### src/design/pdp8_word_pkg.sv
package pdp8_word_pkg;

  // Machine word, bit 11 is the PDP-8 bit 0
  typedef logic [11:0] word_t;

  // Memory field, the top three bits of an extended address
  typedef logic [2:0] field_t;

  // Field and word address together
  typedef logic [14:0] ext_addr_t;

  // Page number, the top five bits of a word address
  typedef logic [4:0] page_t;

  // Major opcode in instruction bits 11:9
  typedef enum logic [2:0] {
    OP_AND = 3'o0,  // Logical and
    OP_TAD = 3'o1,  // Two's complement add
    OP_ISZ = 3'o2,  // Increment and skip if zero
    OP_DCA = 3'o3,  // Deposit and clear ac
    OP_JMS = 3'o4,  // Jump to subroutine
    OP_JMP = 3'o5,  // Jump
    OP_IOT = 3'o6,  // Device transfer
    OP_OPR = 3'o7   // Operate
  } opcode_t;

  localparam word_t NOP_WORD = 12'o7000;  // Group-1 OPR with no bits set
  localparam word_t JMS_ZERO = 12'o4000;  // Forced on interrupt entry
  localparam word_t WORD_ONES = 12'o7777;

  // Locations 0010 to 0017 increment before use as a pointer
  localparam word_t AUTO_INDEX_BASE = 12'o0010;

endpackage

### src/design/operate_skip.sv
`timescale 1ns/1ps

module operate_skip
  import pdp8_word_pkg::*;
(
  input  word_t instruction,
  input  word_t ac,
  input  logic  link,
  output logic  skip
);

  logic group2;
  logic sma;
  logic sza;
  logic snl;
  logic reverse;
  logic any_cond;

  // Group 2 is 7xxx with bit 8 set and bit 0 clear
  assign group2 = (instruction[11:9] == OP_OPR) && instruction[8] && !instruction[0];

  assign sma = instruction[6];
  assign sza = instruction[5];
  assign snl = instruction[4];
  assign reverse = instruction[3];  // SPA, SNA, SZL sense

  always_comb begin
    any_cond = 1'b0;
    if (sma && ac[11]) begin
      any_cond = 1'b1;  // Negative ac
    end
    if (sza && (ac == '0)) begin
      any_cond = 1'b1;
    end
    if (snl && link) begin
      any_cond = 1'b1;
    end
  end

  // With no condition bits and reverse set this is SKP
  assign skip = group2 ? (any_cond ^ reverse) : 1'b0;

endmodule

### config.mk
export PLATFORM = sky130hd
export DESIGN_NAME = operate_skip
export DESIGN_NICKNAME = d
export VERILOG_FILES = /design/src/design/pdp8_word_pkg.sv /design/src/design/operate_skip.sv
export SDC_FILE = /design/constraint.sdc
export NUM_CORES = 1
export LEC_CHECK = 0
export BUFFER_PORTS_ARGS = -buffer_cell sky130_fd_sc_hd__buf_2
export CAP_MARGIN = 20
export CORE_AREA = 10 10 47 49
export DETAILED_ROUTE_END_ITERATION = 10
export DIE_AREA = 0 0 57 59
export GPL_TIMING_DRIVEN = 1
export SYNTH_ARGS = -nofsm -noshare
export SYNTH_HDL_FRONTEND = slang
export SYNTH_SLANG_ARGS = --single-unit
export TNS_END_PERCENT = 10
### constraint.sdc
create_clock -name vclk -period 1.7
set_input_delay 0.17 -clock vclk [all_inputs]
set_output_delay 0.17 -clock vclk [all_outputs]
set_load 0.05 [all_outputs]
==> impl_metrics.json, run 1 <==
{
  "cpMostUsedCell": "buf_2",
  "io_buffers": 23,
  "fin_cells": 50,
  "diodes": 0,
  "wl_per_cell_um": 11.5,
  "finalSetupViolations": 0,
  "fill_cells": 168,
  "drt_wl_total_um": 573,
  "num_rows": 14,
  "grt_pass1_vias": 184,
  "layout_setup_ws_ns": 0.314,
  "ant_nets": 0,
  "crit_required_ns": 1.53,
  "status": "finished clean",
  "dr.pass1.iters": 1,
  "yosysUniqueCellTypes": 10,
  "pre_cts_ws_ns": 0.283,
  "yosysWarnings": 0,
  "cts_setup_buffers": 0,
  "place_inst": 50,
  "cts_resized": 0,
  "postLayoutCoreUtil": 0.156,
  "period_minus_slack_ns": 1.39,
  "clockBufferCount": 0,
  "start_util": 0.0598,
  "fp.dieW_um": 57,
  "vias": 188,
  "yosysTopAreaCell": "and4b_1",
  "maxSlewViolCount": 0,
  "critical_path.top_delay_family": "simple AND/OR/NAND/NOR gates",
  "path_cells": "buf_2 > nor4_2 > nand4_1 > a21oi_1 > and4b_1 > buf_2",
  "arrival_ns": 1.22,
  "yosysTopAreaCellShare": 0.239,
  "final_cell_mix": "buf_2, and4b_1",
  "netlist_instances": 11,
  "antenna_found_initial": 0,
  "power.density_nw_per_um2": 160,
  "grtUsageTotal": 0.0282,
  "final-seq-area_um2": 0,
  "synth_area_per_cell_um2": 7.62,
  "vdd_drop_max_mv": 0.0311,
  "yosys-top-cells-area": "and4b_1, nor4b_2, nor4_2",
  "start_kind": "input pin",
  "syn2layout_area_growth_pct": 161,
  "nFlopsAndLatches": 0,
  "gr-total-overflow": 0,
  "cpPeakStageDelay_ns": 0.26,
  "final_common_cell": "buf_2",
  "cts-hold-fix-buffers": 0,
  "min_path_type": "input pin to primary output",
  "power_leakage_nw": 0.122,
  "grt_pass1_wl_um": 821,
  "syn_nets": 36,
  "crit_type": "input pin to primary output",
  "final_area_um2": 219,
  "syn-cell-area_um2": 83.8,
  "crit_path_end_kind": "primary output",
  "drc": 0,
  "dpl.hpwl_um": 554,
  "fin_tns_setup_ns": 0,
  "coreArea_um2": 1400,
  "drt_iter0_markers": 0,
  "hold_viol_final": 0,
  "ys_seq_area_frac": 0,
  "drive_above_1_share": 0.735,
  "placed_cell_area_um2": 219,
  "grt_max_degree": 3,
  "nNetsFinal": 61,
  "crit_path_top_delay_cell": "nor4_2",
  "die_y_um": 59,
  "ios": 26,
  "max_freq_ghz": 0.721,
  "cp_max_fo": 2,
  "relSlewSlack": 0.830,
  "crit_buf_inv": 2,
  "timing.max_cap.violations": 0,
  "rsz0062_at_grt": "false",
  "finalCritPeriodShare": 0.815,
  "worst_slew_pin_slew_ns": 0.257,
  "fp.dieArea_um2": 3360,
  "via_per_inst": 3.76,
  "globalplace.congestion": 0.644
}
power breakdown:
part           leakage (nW)  internal (W)  switching [W]
Clock                     0             0              0
Combinational         0.122     0.0000228      0.0000121
Sequential                0             0              0
Total                 0.122     0.0000228      0.0000121
cell families after synthesis:
kind of cell / synth area share
buffers and inverters: 0.0447
and+or+nand+nor: 0.806
AOI/OAI and AO/OA: 0.149
final cells by class:
type | count | area, um^2 | share of cell area
well taps | 16 | 20.0 | 0.0914
multi-input cells | 10 | 80.1 | 0.366
repair buffers | 23 | 115 | 0.526
inverters | 1 | 3.75 | 0.0171
cell usage after synthesis:
cell type / count
nor4_2: 1
nor4b_2: 1
and4b_1: 2
a22oi_1: 1
nand3_1: 1
nand4_1: 1
a21oi_1: 1
inv_1: 1
nor3_1: 1
nor2_1: 1
worst paths after layout:
kind                             from  endpoint  cells after the start
worst max-delay path           ac[11]      skip                      6
worst min-delay path  instruction[11]      skip                      3
per-stage QoR:
| step | power (W) | hold WS, ns |
|---|---|---|
| 2_1_floorplan | 0.00000879 | 0.680 |
| 3_3_place_gp | 0.0000345 | 0.807 |
| 3_5_place_dp | 0.0000355 | 0.805 |
| 4_1_cts | 0.0000357 | 0.805 |
| 5_1_grt | 0.0000389 | 0.815 |
| 6_report | 0.0000350 | 0.802 |
metal layers:
layer	global-route usage	part of all wire	up-vias
met4	0	0	0
li1	-	-	93
met2	0.0295	0.23	27
met1	0.0347	0.40	68
met5	0	0	-
met3	0.0365	0.36	0
(Power assumes the default switching activity.)
==> inputs of run 2 (changes only) <==
Clock period 1.7 ns to 1.37 ns, I/O delays scaled along.
==> impl_metrics.json, run 2 (synthesis gave the netlist of run 1 again) <==
{
  "status": "finished clean",
  "final_cell_mix": "buf_2, and4b_1, buf_6",
  "start_kind": "input pin",
  "relSlewSlack": 0.853,
  "layout_setup_ws_ns": 0.0768,
  "min_path_type": "input pin to primary output",
  "wl_per_cell_um": 11.6,
  "crit_path_end_kind": "primary output",
  "hold_viol_final": 0,
  "grt_pass1_vias": 184,
  "pre_cts_ws_ns": 0.0186,
  "fin_tns_setup_ns": 0,
  "hold_end": "skip",
  "gr-total-overflow": 0,
  "fin_cells": 50,
  "vias": 188,
  "route.met2.wl_um": 142,
  "drt_wl_total_um": 580,
  "finalCritPeriodShare": 0.944,
  "grt_pass1_wl_um": 821,
  "whs_ns": 0.697,
  "num_rows": 14,
  "drive_above_1_share": 0.735,
  "cp_max_fo": 2,
  "nNetsFinal": 61,
  "arrival_ns": 1.16,
  "grtUsageTotal": 0.0282,
  "fp.dieW_um": 57,
  "dpl.hpwl_um": 554,
  "via_per_inst": 3.76,
  "nFlopsAndLatches": 0,
  "ios": 26,
  "drt_iter0_markers": 1,
  "place_inst": 50,
  "die_y_um": 59,
  "min_from": "instruction[11]",
  "power.density_nw_per_um2": 198,
  "diodes": 0,
  "cts_setup_buffers": 0,
  "antenna_found_initial": 0,
  "crit_required_ns": 1.23,
  "io_buffers": 23,
  "coreArea_um2": 1400,
  "power.total_w": 0.0000458,
  "timing.max_cap.violations": 0,
  "start_util": 0.0598,
  "min_path_cells": 3,
  "ant_nets": 0,
  "final_common_cell": "buf_2",
  "wl_met1_um": 237,
  "worst_slew_pin_slew_ns": 0.221,
  "period_minus_slack_ns": 1.29,
  "clockBufferCount": 0,
  "finalSetupViolations": 0,
  "dr_wl_met3_um": 200,
  "syn2layout_area_growth_pct": 176,
  "vdd_drop_max_mv": 0.0390,
  "crit_type": "input pin to primary output",
  "final-seq-area_um2": 0,
  "fp.dieArea_um2": 3360,
  "cts_resized": 0,
  "grt_max_degree": 3,
  "drc": 0,
  "dr.pass1.iters": 2,
  "highest_layer": "met3",
  "max_freq_ghz": 0.773,
  "cts-hold-fix-buffers": 0,
  "power_leakage_nw": 0.125,
  "globalplace.congestion": 0.644,
  "maxSlewViolCount": 0
}
==> run 2: area by class of cell <==
cell class | count | area [um^2]
well taps | 16 | 20.0
multi-input cells | 10 | 80.1
inverters | 1 | 3.75
fillers | 167 | 1170
repair buffers | 23 | 128
==> run 2: stage by stage <==
| step | area (um^2) | utilization |
|---|---|---|
| finish | 231 | 0.165 |
| CTS | 219 | 0.156 |
| floorplan | 83.8 | - |
| global route | 231 | 0.165 |
| global placement | 219 | 0.156 |
| detailed placement | 219 | 0.156 |
==> run 2: critical path: stages <==
cell     delay, ns
buf_2         0.10
nor4_2        0.26
nand4_1       0.14
a21oi_1       0.15
and4b_1       0.21
buf_6         0.15
==> run 2: power breakdown <==
group,internal [W],total [W],switching [W]
sequential,0,0,0
combinational,0.0000304,0.0000458,0.0000153
clock,0,0,0
==> run 2: routing by layer <==
metal | vias up | track usage
li1 | 94 | -
met5 | - | 0
met1 | 71 | 0.0347
met3 | 0 | 0.0365
met2 | 23 | 0.0295
met4 | 0 | 0
==> run 2: how the worst max path moves through the flow <==
stage	startpoint	to	slack (ns)	cells past startpoint
detailed placement	ac[11]	skip	0.02	6
finish	ac[3]	skip	0.08	6
global placement	ac[11]	skip	0.04	6
global route	ac[3]	skip	-0.03	6
floorplan	ac[4]	skip	0.14	4
CTS	ac[4]	skip	0.02	6
==> inputs of run 3 (changes only) <==
==> constraint.sdc (replaced) <==
create_clock -name vclk -period 1.3
set_input_delay 0.13 -clock vclk [all_inputs]
set_output_delay 0.13 -clock vclk [all_outputs]
set_load 0.01 [all_outputs]
==> impl_metrics.json, run 3 (synthesis gave the netlist of run 1 again) <==
{
  "syn2layout_area_growth_pct": 204,
  "placed_cell_area_um2": 219,
  "highest_layer": "met3",
  "route.met2.wl_um": 145,
  "crit_required_ns": 1.17,
  "min_path_type": "input pin to primary output",
  "status": "finished clean",
  "worst_slew_pin_slew_ns": 0.221,
  "clockBufferCount": 0,
  "drive_above_1_share": 0.735,
  "final_cell_mix": "buf_2, buf_6, and4b_1",
  "die_y_um": 59,
  "wl_met1_um": 241,
  "vias": 186,
  "grt_pass1_wl_um": 821,
  "rsz0062_at_grt": "false",
  "relSlewSlack": 0.853,
  "ant_nets": 0,
  "dpl.hpwl_um": 554,
  "start_util": 0.0598,
  "whs_ns": 0.626,
  "coreArea_um2": 1400,
  "antenna_found_initial": 0,
  "grtUsageTotal": 0.0282,
  "start_kind": "input pin",
  "via_per_inst": 3.72,
  "fp.dieArea_um2": 3360,
  "io_buffers": 23,
  "drt_wl_total_um": 588,
  "drt_iter0_markers": 1,
  "timing.max_cap.violations": 0,
  "finalCritPeriodShare": 0.951,
  "crit_path_end_kind": "primary output",
  "grt_max_degree": 3,
  "crit_type": "input pin to primary output",
  "layout_setup_ws_ns": 0.0637,
  "fin_cells": 50,
  "vdd_drop_max_mv": 0.0400,
  "dr_wl_met3_um": 201,
  "nNetsFinal": 61,
  "pre_cts_ws_ns": 0.0339,
  "power_leakage_nw": 0.135,
  "gr-total-overflow": 0,
  "nFlopsAndLatches": 0,
  "fin_tns_setup_ns": 0,
  "finalSetupViolations": 0,
  "diodes": 0,
  "globalplace.congestion": 0.644,
  "final_common_cell": "buf_2",
  "ios": 26,
  "final-seq-area_um2": 0,
  "wl_per_cell_um": 11.8,
  "fp.dieW_um": 57,
  "power.density_nw_per_um2": 221,
  "maxSlewViolCount": 0,
  "arrival_ns": 1.11,
  "drc": 0,
  "period_minus_slack_ns": 1.24,
  "final_area_um2": 255,
  "dr.pass1.iters": 2,
  "hold_viol_final": 0,
  "place_inst": 50,
  "max_freq_ghz": 0.809,
  "cp_max_fo": 2,
  "num_rows": 14,
  "grt_pass1_vias": 184
}
## run 3: cell count changes in the layout (fill, tap and decap cells not counted)
| cell | delta |
|---|---|
| buf_2 | -1 |
| buf_6 | +1 |
| nor4_2 | -1 |
| nor4b_4 | +1 |
| nor4_4 | +1 |
| nor4b_2 | -1 |
## run 3: final timing paths
| check | start | endpoint | slack, ns | depth (start not counted) |
|---|---|---|---|---|
| setup / recovery | ac[6] | skip | 0.06 | 6 |
| hold / removal | instruction[11] | skip | 0.63 | 3 |
## run 3: metal layers
layer,up-vias,track usage
met2,23,0.0295
met4,0,0
li1,94,-
met3,0,0.0365
met1,69,0.0347
met5,-,0
## run 3: layout make-up
| cell class | count | area (um^2) |
|---|---|---|
| Fill cell | 162 | 1150 |
| Timing Repair Buffer | 23 | 134 |
| Multi-Input combinational cell | 10 | 97.6 |
| Tap cell | 16 | 20.0 |
| Inverter | 1 | 3.75 |
## run 3: metrics by stage
| step | power, W | util |
|---|---|---|
| floorplan | 0.0000103 | - |
| global placement | 0.0000440 | 0.156 |
| detailed placement | 0.0000452 | 0.156 |
| CTS | 0.0000455 | 0.156 |
| global route | 0.0000614 | 0.182 |
| finish | 0.0000564 | 0.182 |
## run 3: report_power, final
group          internal [W]  switching [W]
combinational     0.0000375      0.0000189
clock                     0              0
sequential                0              0
## run 3: critical path, cell delays in order
cell,delay (ns)
buf_6,0.10
nor4b_4,0.26
nand4_1,0.14
a21oi_1,0.15
and4b_1,0.19
buf_2,0.14
## run 3: timing repair
action / in CTS / in global routing
setup endpoints to repair: 0 / 1
setup buffers: 0 / 0
gates resized for setup: 0 / 5
hold buffers: 0 / 0
