==> src/design/pdp8_word_pkg.sv <==
package pdp8_word_pkg;

  // Machine word, bit 11 is the PDP-8 bit 0
  typedef logic [11:0] word_t;

  // Memory field, the top three bits of an extended address
  typedef logic [2:0] field_t;

  // Field and word address together
  typedef logic [14:0] ext_addr_t;

  // Page number, the top five bits of a word address
  typedef logic [4:0] page_t;

  // Major opcode in instruction bits 11:9
  typedef enum logic [2:0] {
    OP_AND = 3'o0,  // Logical and
    OP_TAD = 3'o1,  // Two's complement add
    OP_ISZ = 3'o2,  // Increment and skip if zero
    OP_DCA = 3'o3,  // Deposit and clear ac
    OP_JMS = 3'o4,  // Jump to subroutine
    OP_JMP = 3'o5,  // Jump
    OP_IOT = 3'o6,  // Device transfer
    OP_OPR = 3'o7   // Operate
  } opcode_t;

  localparam word_t NOP_WORD = 12'o7000;  // Group-1 OPR with no bits set
  localparam word_t JMS_ZERO = 12'o4000;  // Forced on interrupt entry
  localparam word_t WORD_ONES = 12'o7777;

  // Locations 0010 to 0017 increment before use as a pointer
  localparam word_t AUTO_INDEX_BASE = 12'o0010;

endpackage

==> src/design/cpu_state_pkg.sv <==
package cpu_state_pkg;

  import pdp8_word_pkg::word_t;

  // Every group runs X0, XW, X1, X2, X3 with one clock per state
  typedef enum logic [4:0] {
    F0,  // Fetch, address on the bus
    FW,  // Fetch, instruction returns
    F1,
    F2,
    F3,  // Fetch, operand address formed
    D0,  // Defer, pointer address on the bus
    DW,
    D1,  // Auto-index write back
    D2,
    D3,
    E0,  // Execute, operand address on the bus
    EW,
    E1,  // Execute write slot
    E2,
    E3,
    H0,  // Panel cycle while halted
    HW,
    H1,
    H2,
    H3
  } major_state_t;

  // Front panel switches and command levels
  typedef struct packed {
    word_t sr;         // Switch register
    logic  sw;         // Forces load-address to 7777
    logic  addr_load;
    logic  deposit;
    logic  examine;
  } panel_ctl_t;

endpackage

==> src/design/major_state_sequencer.sv <==
`timescale 1ns/1ps

module major_state_sequencer
  import pdp8_word_pkg::*, cpu_state_pkg::*;
(
  input  logic         clk,
  input  logic         reset,
  input  logic         run,
  input  logic         int_req,
  input  word_t        instruction,
  output major_state_t state,
  output logic         int_in_prog
);

  opcode_t      opcode;
  logic         needs_defer;
  logic         needs_exec;
  logic         take_int;
  major_state_t idle_group;
  major_state_t next_state;
  logic         next_int;

  assign opcode = opcode_t'(instruction[11:9]);
  assign needs_defer = (opcode <= OP_JMP) && instruction[8];  // Indirect memory reference
  assign needs_exec = (opcode <= OP_JMS);
  assign take_int = int_req && run && !int_in_prog;  // No nesting inside an entry
  assign idle_group = run ? F0 : H0;

  always_comb begin
    next_state = state;
    next_int = int_in_prog;
    case (state)
      F0: next_state = FW;
      FW: next_state = F1;
      F1: next_state = F2;
      F2: next_state = F3;
      F3: begin
        if (take_int && !needs_defer && !needs_exec) begin
          next_state = E0;  // Forced JMS 0
          next_int = 1'b1;
        end else if (needs_defer) begin
          next_state = D0;
        end else if (needs_exec) begin
          next_state = E0;
        end else begin
          next_state = idle_group;
        end
      end
      D0: next_state = DW;
      DW: next_state = D1;
      D1: next_state = D2;
      D2: next_state = D3;
      D3: next_state = needs_exec ? E0 : idle_group;
      E0: next_state = EW;
      EW: next_state = E1;
      E1: next_state = E2;
      E2: next_state = E3;
      E3: begin
        next_int = 1'b0;  // Entry ends here
        if (take_int) begin
          next_state = E0;
          next_int = 1'b1;
        end else begin
          next_state = idle_group;
        end
      end
      H0: next_state = HW;
      HW: next_state = H1;
      H1: next_state = H2;
      H2: next_state = H3;
      H3: next_state = idle_group;
      default: next_state = H0;
    endcase
  end

  always_ff @(posedge clk) begin
    if (reset) begin
      state <= H0;
      int_in_prog <= 1'b0;
    end else begin
      state <= next_state;
      int_in_prog <= next_int;
    end
  end

  // An interrupt entry never passes through defer
  int_not_in_defer: assert property (
    @(posedge clk) disable iff (reset)
    (state inside {D0, DW, D1, D2, D3}) |-> !int_in_prog
  ) else $error("int_in_prog high in defer state %s", state.name());

endmodule

==> config.mk <==
export PLATFORM = sky130hd
export DESIGN_NAME = major_state_sequencer
export DESIGN_NICKNAME = d
export VERILOG_FILES = /design/src/design/pdp8_word_pkg.sv /design/src/design/cpu_state_pkg.sv /design/src/design/major_state_sequencer.sv
export SDC_FILE = /design/constraint.sdc
export NUM_CORES = 1
export LEC_CHECK = 0
export ABC_AREA = 1
export BUFFER_PORTS_ARGS = -buffer_cell sky130_fd_sc_hd__buf_4
export CORE_AREA = 5 5 42 44
export DETAILED_ROUTE_END_ITERATION = 10
export DIE_AREA = 0 0 47 49
export PLACE_DENSITY = 0.81
export REMOVE_ABC_BUFFERS = 1
export SLEW_MARGIN = 20
export SYNTH_ARGS = -nofsm -noshare
export SYNTH_HDL_FRONTEND = slang
export SYNTH_SLANG_ARGS = --single-unit
==> constraint.sdc <==
create_clock -name clk -period 1.34 [get_ports clk]
set_input_delay 0.067 -clock clk [delete_from_list [all_inputs] [get_ports clk]]
set_output_delay 0.067 -clock clk [all_outputs]
set_load 0.005 [all_outputs]
==> results of run 1 <==
==> state kept, by name (all words and copies together), names as in the netlist <==
signal,count
state,5
int_in_prog,1
==> cell type report <==
cell class / count / area, µm² / share of cell area (%)
multi-input combinational: 88 / 389.1 / 56.04
timing repair buffer: 13 / 97.59 / 14.05
clock buffer: 3 / 22.52 / 3.243
inverter: 11 / 41.29 / 5.946
sequential: 6 / 123.9 / 17.84
tap: 16 / 20.02 / 2.883
==> power breakdown <==
part	total [mW]	switching [mW]	internal, mW
logic	0.856	0.511	0.345
registers	0.434	0.164	0.270
clock network	0.166	0.0647	0.101
==> metal layers <==
metal | share of wire, % | routed length [µm] | vias up
met1 | 44 | 660 | 304
met4 | 2.0 | 30 | 0
met2 | 48 | 720 | 35
li1 | - | - | 367
met3 | 6.1 | 91 | 4
met5 | 0 | 0 | -
==> synthesized netlist by cell type <==
library cell  instances
nand2_1              40
inv_1                 6
dfxtp_1               6
buf_4                 1
o21ai_1               2
nand3_2               1
inv_2                 5
nor2_4                1
a21oi_1               4
o21ai_0               1
nand3_1              16
nor2_1               17
a22oi_1               1
nand2_2               1
nor2_2                4
==> cell usage in the layout, fill, tap and decap left out, drive strengths merged <==
| cell | Yosys | final |
|---|---|---|
| o21ai | 3 | 3 |
| nor2 | 22 | 22 |
| clkbuf | 0 | 3 |
| a22oi | 1 | 1 |
| inv | 11 | 11 |
| dfxtp | 6 | 6 |
| nand3 | 17 | 17 |
| buf | 1 | 13 |
| a21oi | 4 | 4 |
| nand2 | 41 | 41 |
==> worst max path at each step <==
stage | end | slack, ps | cells past startpoint
global placement | state[1]$_SDFF_PP1_ | 110 | 8
floorplan | state[1]$_SDFF_PP1_ | 220 | 7
finish | state[2]$_SDFF_PP1_ | 90 | 6
CTS | state[1]$_SDFF_PP1_ | 80 | 7
global route | state[2]$_SDFF_PP1_ | 30 | 6
detailed placement | state[1]$_SDFF_PP1_ | 90 | 7
==> logic make-up (layout without fill, tap and decap cells) <==
group | count (synthesis) | count (layout) | synth area share (%)
AO/OA/AOI/OAI | 8 | 8 | 7.623
buffers and inverters | 12 | 27 | 8.745
flip-flops | 6 | 6 | 21.53
AND/OR/NAND/NOR | 80 | 80 | 62.11
==> worst max-delay path, stage by stage, from the launching register on <==
cell	delay [ps]
dfxtp_1	480
inv_1	100
nor2_1	260
nand3_1	130
nand3_1	120
nor2_1	50
nand3_1	60
==> stage by stage <==
| stage | power, mW | util, % | hold slack (ps) | area (µm²) | worst slack (ps) |
|---|---|---|---|---|---|
| final | 1.456 | 49.55 | 131.9 | 694.4 | 85.57 |
| after global routing | 1.629 | 49.55 | 155.7 | 694.4 | 30.12 |
| after floorplan | 0.9862 | - | 241.7 | 550.5 | 223.6 |
| after global placement | 1.242 | 47.68 | 378.3 | 668.1 | 105.8 |
| after detailed placement | 1.269 | 47.68 | 371.9 | 668.1 | 94.36 |
| after CTS | 1.442 | 49.29 | 116.8 | 690.7 | 77.39 |
==> out/qor.txt, run 1 <==
outcome = finished, final reports clean
Setup Fix Bufs, Post-CTS = 0
via count = 710
fillers = 147
Mapped Cells = 106
GR Util met2 = 22.17%
# DRC = 0
unrepaired setup endpoints after global routing = no
Worst Setup Start Kind = flop
P_leak = 0.3713 nW
Yosys Warn Count = 0
TNS Setup = 0 ps
Chip Height = 49 µm
fin cells = 137
final setup violation count = 0
Worst Max-Slew Pin Slew = 307.5 ps
antenna fix cells = 0
area growth from synthesis to layout = 24.44%
Crit. Startpoint = state[0]$_SDFF_PP1_
Peak VDD IR = 1.423 mV
Slew headroom = 79.42%
worst reg2reg endpoint = state[2]$_SDFF_PP1_
CTS tree = done
Setup crit end kind = flop
post-synth top area cell = nand2_1
Tot GR Track Use = 14.72%
clock buffer depth = 2
fin nets = 139
vias per cell = 5.182
first-pass iteration count of the detailed router = 4
DRT iter0 DRCs = 30
DRT Wirelength = 1503 µm
core area = 1401 µm²
grt ovf = 0
WS Path Type = reg2reg
Ports = 22
Worst Min Path Start = reset
IO Port Bufs = 13
first-pass GRT wire length = 2518 µm
clock root buffer = clkbuf_4
Worst-path clk slew = 40 ps
Worst EP arrival = 1430 ps
Routed Antenna Nets = 0
Final Cycle Share = 93.61%
CTS resizes = 0
DP HPWL = 1240 µm
number of max-cap violations = 0
register-to-register path setup slack = 90 ps
Avg Cell Area, Syn = 5.264 µm²
Pwr Density = 2097 nW/µm²
top cells by area, synth = nand2_1 27%, dfxtp_1 22%, nand3_1 14%
highest clock rate = 797.2 MHz
Initial Util = 39.82%
Yosys reg bits = 6
# H-tree levels = 1
WHS Endpoint = int_in_prog$_SDFFE_PP0P_
CTS sink count = 6
cell row count = 14
sequential share of the synthesized area = 21.52%
min-delay worst type = in2reg
final hold violation count = 0
Synth cell types = 15
crit-path max FO = 8
CTS buffer count = 3
worst path required time = 1520 ps
cells on worst reg2reg path = 6
hold depth = 4
Yosys top cell area share = 26.91%
fin. max-slew vios = 0
largest net degree at the start of global routing = 11
vias in the first global route = 616
clk_skew = 4.192 ps
placed insts = 134
Tmin final = 1254 ps
die area = 2303 µm²
hold buffers post-CTS = 0
layout cells sized above 1 = 25.62%
RD Place Congestion = 0.9121
routing usage on met3 = 4.428%
initial antenna violation count = 0
synthesized area = 558.0 µm²
clock latency on the worst-skew pair = 240 ps
routing usage on met1 = 18.68%
FF-to-FF Start = state[0]$_SDFF_PP1_
grt peak-use layer = met2
WL/cell = 10.97 µm
die extent in x = 47 µm
Note: power is estimated with default switching activity, not from simulation.
==> run 2: changes to the inputs <==
--- a/config.mk
+++ b/config.mk
@@ -8,8 +8,8 @@
 export ABC_AREA = 1
 export BUFFER_PORTS_ARGS = -buffer_cell sky130_fd_sc_hd__buf_4
-export CORE_AREA = 5 5 42 44
+export CORE_AREA = 2 2 39 41
 export DETAILED_ROUTE_END_ITERATION = 10
-export DIE_AREA = 0 0 47 49
-export PLACE_DENSITY = 0.81
+export DIE_AREA = 0 0 41 43
+export PLACE_DENSITY = 0.74
 export REMOVE_ABC_BUFFERS = 1
 export SLEW_MARGIN = 20
==> constraint.sdc (replaced) <==
create_clock -name clk -period 1.34 [get_ports clk]
set_input_delay 0.402 -clock clk [delete_from_list [all_inputs] [get_ports clk]]
set_output_delay 0.402 -clock clk [all_outputs]
set_load 0.005 [all_outputs]
==> run 2 against run 1 <==
  * Global-route usage is 3.5 points higher
  * Critical endpoint is now state[1]
  * Clock-buffer cell count unchanged
  * Clock skew down 3.9 ps
  * Register-to-register slack better by 40 ps
  * Clock power hardly changed
  * Hold slack better by 320 ps
  * Design area did not move
  * Cell count is the same
  * Flip-flop and latch count stayed put
  * Combinational power down 2%
  * Non-clock buffer count is the same
  * Critical path type is now reg2out
==> out/qor.txt, run 2 (synthesized netlist as in run 1, its figures left out) <==
Tot GR Track Use = 18.19% (+3.5 points)
fin util = 50.18% (+0.63 points)
fin. max-slew vios = 0 (unchanged)
DP HPWL = 1130 µm (-8.9%)
clock latency on the worst-skew pair = 240 ps (about the same)
final setup violation count = 0 (unchanged)
antenna fix cells = 0 (unchanged)
DRT iter0 DRCs = 26 (-13%)
clock buffer depth = 2 (unchanged)
CTS buffer count = 3 (unchanged)
CTS tree = done
highest clock rate = 791.9 MHz (-0.66%)
number of max-cap violations = 0 (unchanged)
layout cells sized above 1 = 25.62% (unchanged)
max incr delay on CP = 460 ps (-20 ps)
FF-to-FF Start = state[2]$_SDFF_PP1_
die extent in x = 41 µm (-13%)
fin nets = 139 (unchanged)
largest net degree at the start of global routing = 11 (unchanged)
Routed Antenna Nets = 0 (unchanged)
crit-path max FO = 7 (-1)
cells on worst reg2reg path = 8 (+2)
Worst EP arrival = 860 ps (-570 ps)
first-pass iteration count of the detailed router = 4 (unchanged)
Slew headroom = 81.68% (+2.3 points)
Setup crit end kind = output pin
core area = 1384 µm² (-1.2%)
Final Cycle Share = 94.24% (+0.62 points)
most common cell after layout, fill and taps aside = nand2_1
Initial Util = 40.33% (+0.50 points)
WS Path Type = reg2out
CP top delay family = flip-flops
clock root buffer = clkbuf_4
TNS Setup = 0 ps (unchanged)
area growth from synthesis to layout = 24.44% (unchanged)
Chip Height = 43 µm (-12%)
grt ovf = 0 (unchanged)
Pwr Density = 2080 nW/µm² (-0.79%)
# H-tree levels = 1 (unchanged)
worst path required time = 940 ps (-580 ps)
IO Port Bufs = 13 (unchanged)
outcome = finished, final reports clean
CP Cell Sequence = buf_4
Hold WS = 453.3 ps (+321.4 ps)
most frequent cells in the layout = 40 x nand2_1, 17 x nor2_1, 16 x nand3_1
Top reg by flops = state
Crit. Startpoint = state[1]$_SDFF_PP1_
Peak VDD IR = 0.9226 mV (-35%)
vias in the first global route = 529 (-14%)
# DRC = 0 (unchanged)
Worst Setup Start Kind = flop
Setup Fix Bufs, Post-CTS = 0 (unchanged)
critical path's slowest cell = dfxtp_1
max FFs per register = 5 (unchanged)
Critical Path End = state[1]
vias per cell = 5.212 (+0.56%)
via count = 714 (+0.56%)
final hold violation count = 0 (unchanged)
Tmin final = 1263 ps (+8.370 ps)
P_leak = 0.3713 nW (about the same)
WL/cell = 10.67 µm (-2.7%)
fin cells = 137 (unchanged)
clk_skew = 0.3246 ps (-3.868 ps)
unrepaired setup endpoints after global routing = no
first-pass GRT wire length = 2187 µm (-13%)
initial antenna violation count = 0 (unchanged)
Worst Max-Slew Pin Slew = 273.8 ps (-33.70 ps)
placed insts = 134 (unchanged)
fillers = 148 (+0.68%)
Ports = 22 (unchanged)
min-delay worst type = in2reg
Top Registers = state x5, int_in_prog x1
die area = 1763 µm² (-23%)
cell row count = 14 (unchanged)
crit path buf inv count = 1 (unchanged)
register-to-register path setup slack = 130 ps (+40 ps)
Worst-path clk slew = 40 ps (about the same)
CTS sink count = 6 (unchanged)
RD Place Congestion = 0.9447 (+3.6%)
worst reg2reg endpoint = state[1]$_SDFF_PP1_
DRT Wirelength = 1462 µm (-2.7%)
critical path depth = 1 (-5)
==> run 2: how the worst min path moves through the flow <==
| stage | start | endpoint | slack (ps) | cells after the start |
|---|---|---|---|---|
| floorplan | int_in_prog$_SDFFE_PP0P_ | int_in_prog$_SDFFE_PP0P_ | 470 | 2 |
| global placement | int_in_prog$_SDFFE_PP0P_ | int_in_prog$_SDFFE_PP0P_ | 470 | 2 |
| detailed placement | int_in_prog$_SDFFE_PP0P_ | int_in_prog$_SDFFE_PP0P_ | 490 | 2 |
| CTS | reset | int_in_prog$_SDFFE_PP0P_ | 450 | 4 |
| global route | reset | int_in_prog$_SDFFE_PP0P_ | 480 | 4 |
| finish | reset | int_in_prog$_SDFFE_PP0P_ | 450 | 4 |
==> run 2: stage by stage <==
stage                     total power, mW  instance area, µm²  setup WS (ps)
after floorplan                    0.9862               550.5          223.6
after global placement              1.247               668.1          94.93
after detailed placement            1.257               668.1          85.93
after CTS                           1.431               691.9         0.7536
after global routing                1.581               694.4          20.39
final                               1.445               694.4          77.20
==> run 2: report_power, final <==
| group | total, mW | switching [mW] | internal [mW] |
|---|---|---|---|
| clock network | 0.164 | 0.0626 | 0.101 |
| registers | 0.438 | 0.167 | 0.271 |
| logic | 0.843 | 0.499 | 0.344 |
| total | 1.44 | 0.728 | 0.716 |
==> run 2: what timing repair did <==
action,in CTS,in global routing
hold buffers,0,0
resized for setup,1,2
endpoints found under the setup margin,1,5
==> run 2: cell type report <==
class	instances	area [µm²]	area share [%]
clock buffers	3	22.52	3.243
well taps	16	20.02	2.883
repair buffers	13	97.59	14.05
flip-flops and latches	6	123.9	17.84
multi-input cells	88	389.1	56.04
inverters	11	41.29	5.946
==> run 2: layer usage <==
metal | global-route usage, % | vias up | part of all wire (%)
met5 | 0 | - | 0
met4 | 4.000 | 0 | 0.55
met3 | 7.853 | 2 | 7.2
met2 | 25.62 | 32 | 45
met1 | 25.16 | 313 | 47
li1 | - | 367 | -
==> run 3: changes to the inputs <==
REMOVE_ABC_BUFFERS = unset   (was 1)
==> run 3 against run 2 <==
  * Via count shrank 3.1%
  * Worst setup slack lost 2.7 ps
  * Flip-flop and latch count is the same
  * Cell count grew 0.73%
  * Clock power grew 7%
  * Critical path type unchanged
  * Largest cell class unchanged
  * Non-clock buffer count grew 1
  * Sequential share of layout area shrank 0.19 points
  * Clock skew grew 11 ps
==> out/qor.txt, run 3 (synthesized netlist as in run 1, its figures left out) <==
outcome = finished, final reports clean
clk_skew = 11.14 ps (+10.82 ps)
max FFs per register = 5 (unchanged)
Slew headroom = 80.47% (-1.2 points)
antenna fix cells = 0 (unchanged)
Final Cycle Share = 94.44% (+0.20 points)
Worst Setup Start Kind = flop
IO Port Bufs = 13 (unchanged)
cell row count = 14 (unchanged)
CP Cell Sequence = buf_4
register-to-register path setup slack = 140 ps (about the same)
DRT Wirelength = 1423 µm (-2.7%)
fin util = 50.72% (+0.54 points)
fin area = 701.9 µm² (+1.1%)
worst path required time = 940 ps (about the same)
hold depth = 4 (unchanged)
CTS buffer count = 3 (unchanged)
pre-CTS setup slack = 96.10 ps (+10.16 ps)
DP HPWL = 1138 µm (+0.79%)
fillers = 154 (+4.1%)
vias per cell = 5.014 (-3.8%)
Initial Util = 40.33% (unchanged)
Worst Max-Slew Pin Slew = 291.9 ps (+18.08 ps)
Chip Height = 43 µm (unchanged)
highest clock rate = 790.2 MHz (-0.22%)
Mapped Nets = 122
DRT iter0 DRCs = 40 (+54%)
Top reg by flops = state
Power Total = 1.470 mW (+1.8%)
layout cells sized above 1 = 26.23% (+0.61 points)
# DRC = 0 (unchanged)
FF-to-FF Start = state[2]$_SDFF_PP1_
most frequent cells in the layout = 40 x nand2_1, 17 x nor2_1, 16 x nand3_1
CP top delay family = flip-flops
CTS sink count = 6 (unchanged)
fin nets = 140 (+0.72%)
clock latency on the worst-skew pair = 250 ps (about the same)
final setup violation count = 0 (unchanged)
fin cells = 138 (+0.73%)
critical path's slowest cell = dfxtp_2
unrepaired setup endpoints after global routing = no
Ports = 22 (unchanged)
multi-input logic area = 389.1 µm² (unchanged)
Top Registers = state x5, int_in_prog x1
worst reg2reg endpoint = state[3]$_SDFF_PP1_
clock root buffer = clkbuf_4
WS Path Type = reg2out
area growth from synthesis to layout = 25.78%
min-delay worst type = in2reg
crit path buf inv count = 1 (unchanged)
TNS Setup = 0 ps (unchanged)
Reg area = 123.9 µm² (unchanged)
largest net degree at the start of global routing = 11 (unchanged)
Worst EP arrival = 860 ps (about the same)
max incr delay on CP = 450 ps (about the same)
P_leak = 0.3764 nW (+1.4%)
Routed Antenna Nets = 0 (unchanged)
die area = 1763 µm² (unchanged)
setup slack after layout = 74.47 ps (-2.726 ps)
crit-path max FO = 9 (+2)
cells on worst reg2reg path = 8 (unchanged)
first-pass iteration count of the detailed router = 4 (unchanged)
most common cell after layout, fill and taps aside = nand2_1
Pwr Density = 2095 nW/µm² (+0.68%)
grt ovf = 0 (unchanged)
die extent in x = 41 µm (unchanged)
Peak VDD IR = 0.9780 mV (+6.0%)
Worst Min Path Start = reset
Setup crit end kind = output pin
WL/cell = 10.31 µm (-3.4%)
via count = 692 (-3.1%)
placed cell areas = 668.1 µm² (unchanged)
Tmin final = 1266 ps (+2.726 ps)
Tot GR Track Use = 19.22% (+1.0 points)
# H-tree levels = 1 (unchanged)
Worst-path clk slew = 50 ps (about the same)
initial antenna violation count = 0 (unchanged)
RD Place Congestion = 0.9453 (about the same)
WHS Endpoint = int_in_prog$_SDFFE_PP0P_
placed insts = 134 (unchanged)
fin. max-slew vios = 0 (unchanged)
Hold WS = 445.8 ps (-7.532 ps)
final hold violation count = 0 (unchanged)
core area = 1384 µm² (unchanged)
first-pass GRT wire length = 2359 µm (+7.9%)
vias in the first global route = 598 (+13%)
number of max-cap violations = 0 (unchanged)
CTS tree = done
clock buffer depth = 2 (unchanged)
-- run 3: cell count changes in the layout (fill, tap and decap cells not counted) --
cell / delta
buf_4: +1
-- run 3: area by class of cell --
type                            instances  area share (%)
Multi-Input combinational cell         88           55.44
Sequential cell                         6           17.65
Timing Repair Buffer                   14           14.97
Inverter                               11           5.882
Clock buffer                            3           3.209
Tap cell                               16           2.852
-- run 3: where the power goes --
group	internal (mW)	switching [mW]
Combinational	0.359	0.503
Sequential	0.270	0.162
Clock	0.102	0.0741
Total	0.731	0.739
-- run 3: metal layers --
metal  global-route usage [%]  vias up  share of wire (%)
met4                    4.000        0               0.91
met2                    30.00       30                 48
li1                         -      370                  -
met5                        0        -                  0
met1                    25.89      290                 44
met3                    4.712        2                7.2
-- run 3: how the worst max path moves through the flow --
stage	from	endpoint	slack [ps]	depth (start not counted)
6_report	state[3]$_SDFF_PP1_	state[3]	70	1
5_1_grt	state[4]$_SDFF_PP0_	state[2]$_SDFF_PP1_	30	7
4_1_cts	state[2]$_SDFF_PP1_	state[2]	10	1
3_5_place_dp	state[2]$_SDFF_PP1_	state[3]$_SDFF_PP1_	100	8
3_3_place_gp	state[2]$_SDFF_PP1_	state[1]$_SDFF_PP1_	90	8
2_1_floorplan	state[2]$_SDFF_PP1_	state[3]$_SDFF_PP1_	260	7
-- run 3: what timing repair did --
action,4_1_cts,5_1_grt
resized for setup,1,2
hold buffers,0,0
setup buffers,0,1
endpoints found under the setup margin,1,4
