File: config.mk
export PLATFORM = sky130hd
export DESIGN_NAME = memory_address
export DESIGN_NICKNAME = d
export VERILOG_FILES = /design/src/design/pdp8_word_pkg.sv /design/src/design/cpu_state_pkg.sv /design/src/design/memory_address.sv
export SDC_FILE = /design/constraint.sdc
export NUM_CORES = 1
export LEC_CHECK = 0
export ABC_AREA = 1
export BUFFER_PORTS_ARGS = -buffer_cell sky130_fd_sc_hd__buf_2
export CAP_MARGIN = 20
export CORE_MARGIN = 2
export CORE_UTILIZATION = 45
export CTS_CLUSTER_DIAMETER = 150
export CTS_CLUSTER_SIZE = 25
export DETAILED_ROUTE_END_ITERATION = 8
export PLACE_DENSITY_LB_ADDON = 0.3
export SLEW_MARGIN = 0
export SYNTH_ARGS = -nofsm -noshare
export SYNTH_HDL_FRONTEND = slang
export SYNTH_SLANG_ARGS = --single-unit
File: constraint.sdc
create_clock -name clk -period 3.05 [get_ports clk]
set_input_delay 0.4575 -clock clk [delete_from_list [all_inputs] [get_ports clk]]
set_output_delay 0.4575 -clock clk [all_outputs]
set_load 0.01 [all_outputs]
File: src/design/pdp8_word_pkg.sv
package pdp8_word_pkg;

  // Machine word, bit 11 is the PDP-8 bit 0
  typedef logic [11:0] word_t;

  // Memory field, the top three bits of an extended address
  typedef logic [2:0] field_t;

  // Field and word address together
  typedef logic [14:0] ext_addr_t;

  // Page number, the top five bits of a word address
  typedef logic [4:0] page_t;

  // Major opcode in instruction bits 11:9
  typedef enum logic [2:0] {
    OP_AND = 3'o0,  // Logical and
    OP_TAD = 3'o1,  // Two's complement add
    OP_ISZ = 3'o2,  // Increment and skip if zero
    OP_DCA = 3'o3,  // Deposit and clear ac
    OP_JMS = 3'o4,  // Jump to subroutine
    OP_JMP = 3'o5,  // Jump
    OP_IOT = 3'o6,  // Device transfer
    OP_OPR = 3'o7   // Operate
  } opcode_t;

  localparam word_t NOP_WORD = 12'o7000;  // Group-1 OPR with no bits set
  localparam word_t JMS_ZERO = 12'o4000;  // Forced on interrupt entry
  localparam word_t WORD_ONES = 12'o7777;

  // Locations 0010 to 0017 increment before use as a pointer
  localparam word_t AUTO_INDEX_BASE = 12'o0010;

endpackage

File: src/design/cpu_state_pkg.sv
package cpu_state_pkg;

  import pdp8_word_pkg::word_t;

  // Every group runs X0, XW, X1, X2, X3 with one clock per state
  typedef enum logic [4:0] {
    F0,  // Fetch, address on the bus
    FW,  // Fetch, instruction returns
    F1,
    F2,
    F3,  // Fetch, operand address formed
    D0,  // Defer, pointer address on the bus
    DW,
    D1,  // Auto-index write back
    D2,
    D3,
    E0,  // Execute, operand address on the bus
    EW,
    E1,  // Execute write slot
    E2,
    E3,
    H0,  // Panel cycle while halted
    HW,
    H1,
    H2,
    H3
  } major_state_t;

  // Front panel switches and command levels
  typedef struct packed {
    word_t sr;         // Switch register
    logic  sw;         // Forces load-address to 7777
    logic  addr_load;
    logic  deposit;
    logic  examine;
  } panel_ctl_t;

endpackage

File: src/design/memory_address.sv
`timescale 1ns/1ps

module memory_address
  import pdp8_word_pkg::*, cpu_state_pkg::*;
(
  input  logic         clk,
  input  logic         reset,
  input  major_state_t state,
  input  panel_ctl_t   panel,
  input  word_t        ac,
  input  logic         skip,
  input  logic         int_in_prog,
  input  field_t       if_field,
  input  field_t       df_field,
  input  word_t        mem_rdata,
  output word_t        mem_wdata,
  output logic         mem_we,
  output word_t        instruction,
  output word_t        mdout,
  output ext_addr_t    eaddr
);

  word_t   pc;
  word_t   next_pc;
  word_t   skip_pc;
  word_t   idx_tmp;
  page_t   current_page;
  logic    index;
  logic    take_skip;
  opcode_t opcode;
  word_t   page_addr;
  word_t   pointer;
  field_t  ret_field;

  assign opcode = opcode_t'(instruction[11:9]);

  // Bit 7 picks the current page, otherwise page 0
  assign page_addr = instruction[7] ? {current_page, instruction[6:0]}
                                    : {5'b00000, instruction[6:0]};

  assign pointer = index ? idx_tmp : mdout;
  assign ret_field = int_in_prog ? field_t'(3'b000) : if_field;  // Interrupt runs in field 0

  // Write data and enable for the X1 slot
  always_comb begin
    mem_wdata = mdout;
    mem_we = 1'b0;
    case (state)
      D1: begin
        mem_wdata = mdout + 12'd1;  // Auto-index bump
        mem_we = index;
      end
      E1: begin
        case (opcode)
          OP_ISZ: begin
            mem_wdata = mdout + 12'd1;
            mem_we = 1'b1;
          end
          OP_DCA: begin
            mem_wdata = ac;
            mem_we = 1'b1;
          end
          OP_JMS: begin
            mem_wdata = next_pc;  // Return address, also on interrupt
            mem_we = 1'b1;
          end
          default: ;
        endcase
      end
      H1: begin
        mem_wdata = panel.sr;
        mem_we = panel.deposit && !panel.addr_load;
      end
      default: ;
    endcase
  end

  always_ff @(posedge clk) begin
    if (reset) begin
      eaddr <= '0;
      instruction <= NOP_WORD;
      index <= 1'b0;
      take_skip <= 1'b0;
    end else begin
      case (state)
        F0: pc <= eaddr[11:0];
        FW: begin
          instruction <= mem_rdata;
          mdout <= mem_rdata;
        end
        F1: begin
          current_page <= pc[11:7];
          next_pc <= pc + 12'd1;
          skip_pc <= pc + 12'd2;
        end
        F2: take_skip <= skip;
        F3: begin
          if (opcode == OP_IOT || opcode == OP_OPR) begin
            if (take_skip) begin
              next_pc <= skip_pc;
              eaddr <= {if_field, skip_pc};
            end else begin
              eaddr <= {if_field, next_pc};
            end
          end else begin
            eaddr <= {if_field, page_addr};  // Operand or pointer location
            if (opcode == OP_JMP) begin
              next_pc <= page_addr;
            end
          end
        end
        D0: index <= (eaddr[11:3] == AUTO_INDEX_BASE[11:3]);
        DW: mdout <= mem_rdata;  // Pointer word
        D1: begin
          if (index) begin
            idx_tmp <= mdout + 12'd1;
          end
        end
        D3: begin
          index <= 1'b0;
          case (opcode)
            OP_JMP: begin
              next_pc <= pointer;
              eaddr <= {if_field, pointer};
            end
            OP_JMS: eaddr <= {if_field, pointer};
            default: eaddr <= {df_field, pointer};  // Data field for operands
          endcase
        end
        EW: begin
          mdout <= mem_rdata;
          if (int_in_prog) begin
            instruction <= JMS_ZERO;  // Entry behaves as JMS 0
            eaddr <= '0;
          end
        end
        E1: begin
          if (opcode == OP_ISZ && mdout == WORD_ONES) begin
            next_pc <= skip_pc;  // Count wrapped to zero
          end
        end
        E2: begin
          if (opcode == OP_JMS) begin
            next_pc <= eaddr[11:0] + 12'd1;
          end
        end
        E3: eaddr <= {ret_field, next_pc};
        HW: mdout <= mem_rdata;
        H1: begin
          if (panel.addr_load) begin
            eaddr[11:0] <= panel.sw ? WORD_ONES : panel.sr;
          end
        end
        H2: begin
          if (!panel.addr_load && (panel.deposit || panel.examine)) begin
            eaddr[11:0] <= eaddr[11:0] + 12'd1;  // Post-increment
          end
        end
        default: ;
      endcase
    end
  end

  // Writes only in the defer, execute and deposit slots
  we_in_write_slot: assert property (
    @(posedge clk) disable iff (reset)
    mem_we |-> (state inside {D1, E1} || (state == H1 && panel.deposit))
  ) else $error("mem_we high in state %s", state.name());

endmodule

==> results.sh, run 1 <==
export IMPL_outcome="completed"
export IMPL_synth_adder_area_share_pct=0.833
export IMPL_detail_route_wl_per_cell_microns=19.6
export IMPL_ios=107
export IMPL_cts_sinks=94
export IMPL_place_hpwl_mm=17.1
export IMPL_worstPathRequired_ns=2.59
export IMPL_synthFlopType="edfxtp_1"
export IMPL_crit_path_end_kind="primary output"
export IMPL_fmax_mhz=372
export IMPL_rrSetupSlack_ns=0.69
export IMPL_cts_inserted_buffers=9
export IMPL_clk_path_buf_depth=2
export IMPL_p_int_mw=2.11
export IMPL_synth_cell_types=43
export IMPL_critPathTopFamily="simple AND/OR/NAND/NOR gates"
export IMPL_leakagePower_nw=3.04
export IMPL_ant_nets=0
export IMPL_synth_top_area_cell="edfxtp_1"
export IMPL_synth_area_leaders="edfxtp_1 32%, nand2_1 14%, dfxtp_1 9.7%"
export IMPL_synth_compound_area_share_pct=13.8
export IMPL_antenna_found_initial=0
export IMPL_maxCapViolCount=0
export IMPL_critPathMaxFanout=5
export IMPL_routed_via_count=6312
export IMPL_power_frac_comb_pct=13.1
export IMPL_whs_path_depth=1
export IMPL_netlist_area_sq_um=6010
export IMPL_switching_share_pct=29.6
export IMPL_arrival_ns=2.23
export IMPL_hp_class="input port to register"
export IMPL_die_y_microns=120
export IMPL_cp_slowest_cell="edfxtp_1"
export IMPL_synth_seq_cells=94
export IMPL_vias_per_cell=5.68
export IMPL_setup_ws_ns=0.361
export IMPL_syn_inst=822
export IMPL_synth_top_family_by_area="simple AND/OR/NAND/NOR gates"
export IMPL_p_per_area_nw_per_um2=424
export IMPL_h_tree_depth=3
export IMPL_cts_resized=0
export IMPL_overflow=0
export IMPL_clock_skew_ns=0.00993
export IMPL_hold_viol=0
export IMPL_cts_post_setup_buffers_inserted=0
export IMPL_finalMaxSlewViolations=0
export IMPL_synthArstFlopShare_pct=0
export IMPL_cts_root_buf="clkbuf_16"
export IMPL_drtIter0Drc=875
export IMPL_setup_viol=0
export IMPL_first_pass_iters=5
export IMPL_hold_path_endpoint="mdout[1]"
export IMPL_crit_path_cell_trace="ha_1 -> nand2_1 -> inv_1 -> nand2_1 -> nor2_1 -> nand2_1 -> xnor2_1 -> nand2_1 -> nand4_1 -> buf_2"
export IMPL_cts_hold_fix_buffers=0
export IMPL_synth_edf_count=65
export IMPL_reg2reg_from="mdout[0]"
export IMPL_start_util_pct=45.7
export IMPL_p_seq_share_pct=48.5
export IMPL_diodes=0
export IMPL_core_area_sq_um=13100
export IMPL_dp_slack_ns=0.476
export IMPL_peakVddDrop_mv=0.381
export IMPL_rr_worst_depth=10
export IMPL_muxShareOfSynthArea_pct=0
export IMPL_nFillCells=1309
export IMPL_min_delay_start="mem_rdata[1]"
export IMPL_timing_rr_end="next_pc[4]"
export IMPL_crit_buf_inv=2
export IMPL_startpoint_type="register"
export IMPL_nets=990
export IMPL_cp_common_cell="nand2_1"
export IMPL_synth_xor_area_share_pct=3.50
export IMPL_port_buffer_count=106
export IMPL_grt_start_max_net_pins=24
export IMPL_routed_wirelength_mm=21.9
export IMPL_grt_pass1_wl_mm=33.0
export IMPL_syn2layout_area_growth_pct=17.7
export IMPL_die_x_microns=120
export IMPL_cts_tree="yes"
export IMPL_cts_clk_slew_worst_paths_ns=0.07
export IMPL_worstMarginPinSlew_ns=0.870
export IMPL_rsz0062_at_grt="false"
export IMPL_syn_nets=881
export IMPL_grt_pass1_vias=5844
export IMPL_synth_top_area_share_pct=32.5
export IMPL_num_rows=42
export IMPL_fin_crit_ns=2.69
export IMPL_synth_area_per_cell_sq_um=7.31
export IMPL_max_slew_margin_pct=41.4
export IMPL_yosys_area_share_simple_pct=32.8
export IMPL_grt_util_all_layers_pct=30.8
export IMPL_fin_util_pct=53.8
export IMPL_clkPwrFrac_pct=38.5
export IMPL_ys_warn_count=0
export IMPL_path_class="register to primary output"
export IMPL_globalplace_congestion=1.03
export IMPL_clk_latency_ns=0.37
export IMPL_tns_ns=0
export IMPL_switching_power_mw=0.889
export IMPL_fin_crit_sh_pct=88.2
export IMPL_die_area_sq_um=14300
export IMPL_drcViolationCount=0
export IMPL_ys_seq_area_share_pct=42.1
export IMPL_drive_gt1_share_pct=17.5
export IMPL_cp_slowest_stage_delay_ns=0.52
## worst max path at each step
stage	from	end	depth (start not counted)
3_5_place_dp	state[4]	mem_wdata[11]	11
2_1_floorplan	state[3]	current_page[0]	4
6_report	mdout[0]	mem_wdata[8]	10
4_1_cts	mdout[0]	mem_wdata[8]	10
5_1_grt	mdout[0]	mem_wdata[8]	10
3_3_place_gp	state[4]	mem_wdata[11]	11
## stage by stage
step	power (mW)	hold WS [ns]	area [sq um]	instances
final	3.00	0.279	7070	1112
after global routing	3.09	0.276	7070	1112
after CTS	2.99	0.276	7070	1112
after detailed placement	1.86	0.442	6770	1096
after global placement	1.86	0.432	6770	1096
after floorplan	1.68	0.426	6010	822
## power groups by stage
stage	clock network, mW	registers, mW	logic [mW]
2_1_floorplan	0	1.47	0.213
3_3_place_gp	0	1.48	0.380
3_5_place_dp	0	1.48	0.382
4_1_cts	1.16	1.45	0.384
5_1_grt	1.21	1.46	0.426
6_report	1.15	1.45	0.393
## final cells by class
cell class	instances	area (sq um)	area share (%)
clock inverter	7	75.1	1.06
inverter	75	282	3.98
sequential	94	2530	35.8
timing repair buffer	124	666	9.41
tap	176	220	3.11
clock buffer	9	225	3.18
multi-input combinational	627	3070	43.4
## sequential cells by signal, summed over array words and instances, names as in the netlist
register,flops
current_page,5
skip_pc,12
take_skip,1
mdout,12
idx_tmp,12
index,1
pc,12
instruction,12
next_pc,12
eaddr,15
## synth_stat cells, drive strengths merged (4+ instances only)
cell type  count
dfxtp         29
buf           13
o211ai         9
inv           75
nor3          10
nor2         105
nand4         25
xor2          21
clkbuf        13
nand2        233
a31oi          7
a21oi         40
edfxtp        65
nand2b         8
nand3         63
o21ai         74
ha             4
a22oi          4
## logic make-up after synthesis
family | count (synthesis)
simple gates | 452
flops | 94
xor+xnor | 24
buf+inv | 101
fa+ha+maj | 4
compound gates | 147
## cells in the final DEF (no fill, tap or decap), drive strengths merged, types with 2 or more instances in the layout
master,n
o2111ai,3
clkbuf,9
nand2b,8
ha,4
nand3,63
xor2,21
o21ai,74
nor4,3
xnor2,3
o211ai,9
nor3,10
edfxtp,65
nand2,233
dfxtp,29
buf,124
clkinv,2
or2,2
nand4,25
inv,79
o21a,2
a22oi,4
o22ai,2
a21oi,40
nor2,105
a31oi,7
## routing by layer
layer  routed length, microns  global-route usage, %
met5                        0                      0
met4                      869                   13.7
met3                     2520                   8.60
met2                     9240                   45.0
met1                     9220                   42.7
## worst reg2reg max path, cell delays in order, from the launching register on
cell and delay, ns:
edfxtp_1 0.52, ha_1 0.23, nand2_1 0.08, inv_1 0.10, nand2_1 0.10, nor2_1 0.10, nand2_1 0.13, o21ai_0 0.18
nand4_1 0.13, nor2_1 0.24, buf_4 0.26
(Power assumes the default switching activity.)
==> run 2, diff against run 1 <==
--- a/config.mk
+++ b/config.mk
@@ -5,7 +5,6 @@
 export SDC_FILE = /design/constraint.sdc
 export NUM_CORES = 1
 export LEC_CHECK = 0
-export ABC_AREA = 1
 export BUFFER_PORTS_ARGS = -buffer_cell sky130_fd_sc_hd__buf_2
 export CAP_MARGIN = 20
 export CORE_MARGIN = 2
==> results.sh, run 2 <==
export IMPL_setup_viol=0
export IMPL_hp_class="input port to register"
export IMPL_nFillCells=1214
export IMPL_nets=800
export IMPL_detail_route_wl_per_cell_microns=23.0
export IMPL_leakagePower_nw=2.66
export IMPL_synth_seq_cells=94
export IMPL_stdcell_area_sq_um=7140
export IMPL_place_hpwl_mm=16.1
export IMPL_synth_area_leaders="edfxtp_1 32%, dfxtp_1 9.5%, mux2i_1 4.6%"
export IMPL_synth_most_common_cell="edfxtp_1"
export IMPL_core_area_sq_um=13300
export IMPL_die_y_microns=121
export IMPL_whs_path_depth=1
export IMPL_final_common_cell="buf_2"
export IMPL_tns_ns=0
export IMPL_vias_per_cell=6.42
export IMPL_critPathMaxFanout=15
export IMPL_synth_cell_types=81
export IMPL_cts_root_buf="clkbuf_16"
export IMPL_grt_start_max_net_pins=36
export IMPL_fin_crit_ns=2.86
export IMPL_cts_clk_slew_worst_paths_ns=0.07
export IMPL_routed_via_count=5922
export IMPL_antenna_found_initial=0
export IMPL_h_tree_depth=3
export IMPL_path_class="register to primary output"
export IMPL_overflow=0
export IMPL_cts_tree="yes"
export IMPL_outcome="completed"
export IMPL_grt_util_all_layers_pct=29.4
export IMPL_drive_gt1_share_pct=23.3
export IMPL_synth_edf_count=65
export IMPL_max_slew_margin_pct=34.0
export IMPL_reg2reg_from="instruction[11]"
export IMPL_fin_util_pct=53.7
export IMPL_total_power_mw=3.01
export IMPL_num_rows=42
export IMPL_clk_latency_ns=0.36
export IMPL_drtIter0Drc=791
export IMPL_regArea_sq_um=2530
export IMPL_first_pass_iters=5
export IMPL_grt_pass1_wl_mm=32.3
export IMPL_syn2layout_area_growth_pct=16.3
export IMPL_synth_top_area_cell="edfxtp_1"
export IMPL_ys_seq_area_share_pct=41.2
export IMPL_setup_ws_ns=0.191
export IMPL_cts_sinks=94
export IMPL_cts_hold_fix_buffers=0
export IMPL_rrSetupSlack_ns=0.64
export IMPL_layout_common_cells="106 x buf_2, 65 x edfxtp_1, 62 x nand2_1"
export IMPL_arrival_ns=2.40
export IMPL_globalplace_congestion=0.993
export IMPL_worstPathRequired_ns=2.59
export IMPL_ys_warn_count=0
export IMPL_fmax_mhz=350
export IMPL_timing_rr_end="next_pc[11]"
export IMPL_worstMarginPinSlew_ns=0.989
export IMPL_synth_area_per_cell_sq_um=9.51
export IMPL_finalMaxSlewViolations=0
export IMPL_die_x_microns=121
export IMPL_peakVddDrop_mv=0.347
export IMPL_synthArstFlopShare_pct=0
export IMPL_hold_viol=0
export IMPL_place_area_sq_um=6830
export IMPL_multi_input_area_sq_um=3310
export IMPL_dp_slack_ns=0.353
export IMPL_ios=107
export IMPL_netlist_area_sq_um=6140
export IMPL_syn_inst=646
export IMPL_ant_nets=0
export IMPL_startpoint_type="register"
export IMPL_clk_path_buf_depth=2
export IMPL_syn_nets=705
export IMPL_clock_skew_ns=0.0127
export IMPL_min_delay_start="mem_rdata[10]"
export IMPL_die_area_sq_um=14600
export IMPL_regMostFlops="eaddr"
export IMPL_start_util_pct=46.2
export IMPL_p_per_area_nw_per_um2=422
export IMPL_hold_path_endpoint="mdout[10]"
export IMPL_synthFlopType="edfxtp_1"
export IMPL_grt_pass1_vias=5502
export IMPL_rr_worst_depth=6
export IMPL_largest_reg_flops=15
export IMPL_fin_crit_sh_pct=93.8
export IMPL_diodes=0
export IMPL_rsz0062_at_grt="false"
export IMPL_cts_post_setup_buffers_inserted=0
export IMPL_crit_path_end_kind="primary output"
export IMPL_cts_inserted_buffers=9
export IMPL_synth_cells_most_frequent="65 x edfxtp_1, 62 x nand2_1, 57 x nor2_1"
export IMPL_maxCapViolCount=0
export IMPL_cts_resized=0
export IMPL_synth_top_area_share_pct=31.8
export IMPL_drcViolationCount=0
export IMPL_routed_wirelength_mm=21.2
export IMPL_port_buffer_count=106
[run 2: how the worst max path moves through the flow]
| stage | from | endpoint | slack, ns | depth (start not counted) |
|---|---|---|---|---|
| finish | instruction[11] | mem_wdata[10] | 0.19 | 5 |
| global route | instruction[11] | mem_wdata[10] | 0.07 | 5 |
| CTS | instruction[11] | mem_wdata[10] | 0.20 | 5 |
| detailed placement | state[2] | mem_wdata[6] | 0.35 | 7 |
| global placement | state[2] | mem_wdata[6] | 0.41 | 7 |
| floorplan | state[3] | pc[0] | 0.17 | 5 |
[run 2: final cells by class]
class	count	share of cell area, %
tap	176	3.08
clock buffer	10	3.50
clock inverter	6	0.841
inverter	14	0.736
timing repair buffer	131	10.1
multi-input combinational	491	46.3
sequential	94	35.4
[run 2: cells by family after synthesis]
| logic type | after synthesis | synth area share (%) |
|---|---|---|
| compound gates | 174 | 21.3 |
| xor+xnor | 39 | 5.68 |
| fa+ha+maj | 4 | 0.815 |
| buf+inv | 61 | 5.03 |
| flops | 94 | 41.2 |
| mux | 30 | 4.93 |
| simple gates | 244 | 21.0 |
[run 2: routing by layer]
layer | global-route usage, % | wire (microns)
met5 | 0 | 0
met3 | 5.09 | 2270
met4 | 12.5 | 648
met2 | 45.1 | 9550
met1 | 40.9 | 8720
[run 2: power by group]
group	internal, mW	switching, mW
Clock	0.622	0.557
Sequential	1.39	0.0534
Combinational	0.154	0.237
[run 2: critical path: stages (launching register included)]
cell	delay [ns]
dfxtp_1	0.64
or3b_2	0.53
nand2_1	0.15
o22ai_1	0.19
a221o_1	0.40
buf_2	0.14
[run 2: through the flow]
stage	hold slack (ns)	std cells
after global routing	0.288	922
after detailed placement	0.499	906
after floorplan	0.493	646
after CTS	0.281	922
final	0.292	922
after global placement	0.489	906
==> run 3, diff against run 2 <==
--- a/config.mk
+++ b/config.mk
@@ -5,13 +5,13 @@
 export SDC_FILE = /design/constraint.sdc
 export NUM_CORES = 1
 export LEC_CHECK = 0
-export BUFFER_PORTS_ARGS = -buffer_cell sky130_fd_sc_hd__buf_2
 export CAP_MARGIN = 20
 export CORE_MARGIN = 2
 export CORE_UTILIZATION = 45
 export CTS_CLUSTER_DIAMETER = 150
 export CTS_CLUSTER_SIZE = 25
 export DETAILED_ROUTE_END_ITERATION = 8
+export DONT_BUFFER_PORTS = 1
 export PLACE_DENSITY_LB_ADDON = 0.3
 export SLEW_MARGIN = 0
 export SYNTH_ARGS = -nofsm -noshare
==> results.sh, run 3 (same netlist as run 2, synthesis figures left out) <==
export IMPL_outcome="completed"
export IMPL_die_y_microns=121
export IMPL_timing_rr_end="next_pc[6]"
export IMPL_grt_pass1_wl_mm=32.2
export IMPL_top_layer="met4"
export IMPL_detail_route_wl_per_cell_microns=26.3
export IMPL_cts_hold_fix_buffers=0
export IMPL_grt_util_all_layers_pct=29.4
export IMPL_multi_input_area_sq_um=3310
export IMPL_ios=107
export IMPL_setup_viol=0
export IMPL_largest_reg_flops=15
export IMPL_worstPathRequired_ns=2.59
export IMPL_antenna_found_initial=0
export IMPL_whs_path_depth=1
export IMPL_drive_gt1_share_pct=10.3
export IMPL_globalplace_congestion=1.02
export IMPL_clock_skew_ns=0.0104
export IMPL_tns_ns=0
export IMPL_num_rows=42
export IMPL_rsz0062_at_grt="false"
export IMPL_fin_crit_sh_pct=90.1
export IMPL_rrSetupSlack_ns=0.70
export IMPL_min_delay_start="reset"
export IMPL_peakVddDrop_mv=0.246
export IMPL_path_class="register to primary output"
export IMPL_regMostFlops="eaddr"
export IMPL_drcViolationCount=0
export IMPL_cts_sinks=94
export IMPL_fmax_mhz=364
export IMPL_final_common_cell="edfxtp_1"
export IMPL_grt_pass1_vias=5217
export IMPL_cts_tree="yes"
export IMPL_cts_clk_slew_worst_paths_ns=0.08
export IMPL_vias_per_cell=6.72
export IMPL_fin_util_pct=49.5
export IMPL_regArea_sq_um=2530
export IMPL_drtIter0Drc=913
export IMPL_leakagePower_nw=2.19
export IMPL_nets=692
export IMPL_first_pass_iters=7
export IMPL_clk_latency_ns=0.36
export IMPL_route_met2_wl_mm=9.60
export IMPL_clk_path_buf_depth=2
export IMPL_critPathMaxFanout=12
export IMPL_cts_post_setup_buffers_inserted=0
export IMPL_wl_met1_mm=8.84
export IMPL_overflow=0
export IMPL_hold_viol=0
export IMPL_worstMarginPinSlew_ns=1.08
export IMPL_crit_path_end_kind="primary output"
export IMPL_ant_nets=0
export IMPL_diodes=0
export IMPL_start_util_pct=46.2
export IMPL_finalMaxSlewViolations=0
export IMPL_routed_wirelength_mm=21.4
export IMPL_cts_root_buf="clkbuf_16"
export IMPL_place_hpwl_mm=16.1
export IMPL_hold_path_endpoint="eaddr[9]"
export IMPL_nFillCells=1222
export IMPL_syn2layout_area_growth_pct=7.15
export IMPL_core_area_sq_um=13300
export IMPL_holdWs_ns=0.171
export IMPL_max_slew_margin_pct=27.9
export IMPL_p_per_area_nw_per_um2=435
export IMPL_arrival_ns=2.29
export IMPL_layout_common_cells="65 x edfxtp_1, 62 x nand2_1, 57 x nor2_1"
export IMPL_cts_inserted_buffers=9
export IMPL_maxCapViolCount=0
export IMPL_fin_crit_ns=2.75
export IMPL_h_tree_depth=3
export IMPL_grt_start_max_net_pins=37
export IMPL_reg2reg_from="instruction[11]"
export IMPL_port_buffer_count=0
export IMPL_route_met3_wl_mm=2.46
export IMPL_die_area_sq_um=14600
export IMPL_cts_resized=0
export IMPL_hp_class="input port to register"
export IMPL_die_x_microns=121
export IMPL_routed_via_count=5467
export IMPL_rr_worst_depth=6
export IMPL_startpoint_type="register"
[run 3: cell count changes in the layout (fill, tap and decap cells not counted)]
cell	change
clkinvlp_4	+1
clkinv_2	+1
clkbuf_16	-1
clkinv_4	-2
buf_4	-2
inv_8	+1
buf_2	-106
[run 3: how the worst max path moves through the flow]
stage               slack, ns  cells after the start       endpoint            start
floorplan                0.17                      5          pc[0]         state[3]
global placement         0.70                      5  mem_wdata[11]         mdout[3]
detailed placement       0.71                      5   mem_wdata[7]         mdout[3]
CTS                      0.32                      5   mem_wdata[7]         mdout[3]
global route             0.17                      5  mem_wdata[10]  instruction[10]
finish                   0.30                      5  mem_wdata[10]  instruction[10]
[run 3: final cells by class]
| cell class | count | area share, % |
|---|---|---|
| Clock buffer | 9 | 3.42 |
| Timing Repair Buffer | 23 | 2.62 |
| Tap cell | 176 | 3.35 |
| Sequential cell | 94 | 38.5 |
| Inverter | 14 | 0.799 |
| Multi-Input combinational cell | 491 | 50.3 |
| Clock inverter | 7 | 1.01 |
[run 3: metrics by stage]
step / setup slack (ns) / std cells / area, sq um / power [mW]
after floorplan: 0.174 / 646 / 6140 / 1.69
after global placement: 0.705 / 798 / 6290 / 1.75
after detailed placement: 0.710 / 798 / 6290 / 1.75
after CTS: 0.322 / 814 / 6580 / 2.86
after global routing: 0.170 / 814 / 6580 / 2.95
final: 0.302 / 814 / 6580 / 2.86
[run 3: routing by layer]
metal | global-route usage (%) | up-vias
met5 | 0 | -
met4 | 9.81 | 0
met3 | 7.08 | 46
met2 | 45.6 | 344
met1 | 40.2 | 2643
li1 | - | 2434
[run 3: report_power, final]
part	leakage, nW	internal [mW]	switching [mW]
registers	0.829	1.39	0.0654
logic	1.22	0.108	0.168
clock network	0.142	0.574	0.556
total	2.19	2.07	0.790
[run 3: critical path, stage by stage (launching register included)]
cell and delay (ns):
dfxtp_1 0.63, nor2b_1 0.33, and2_0 0.39, a22oi_1 0.12, o21ai_0 0.26, a221o_1 0.21
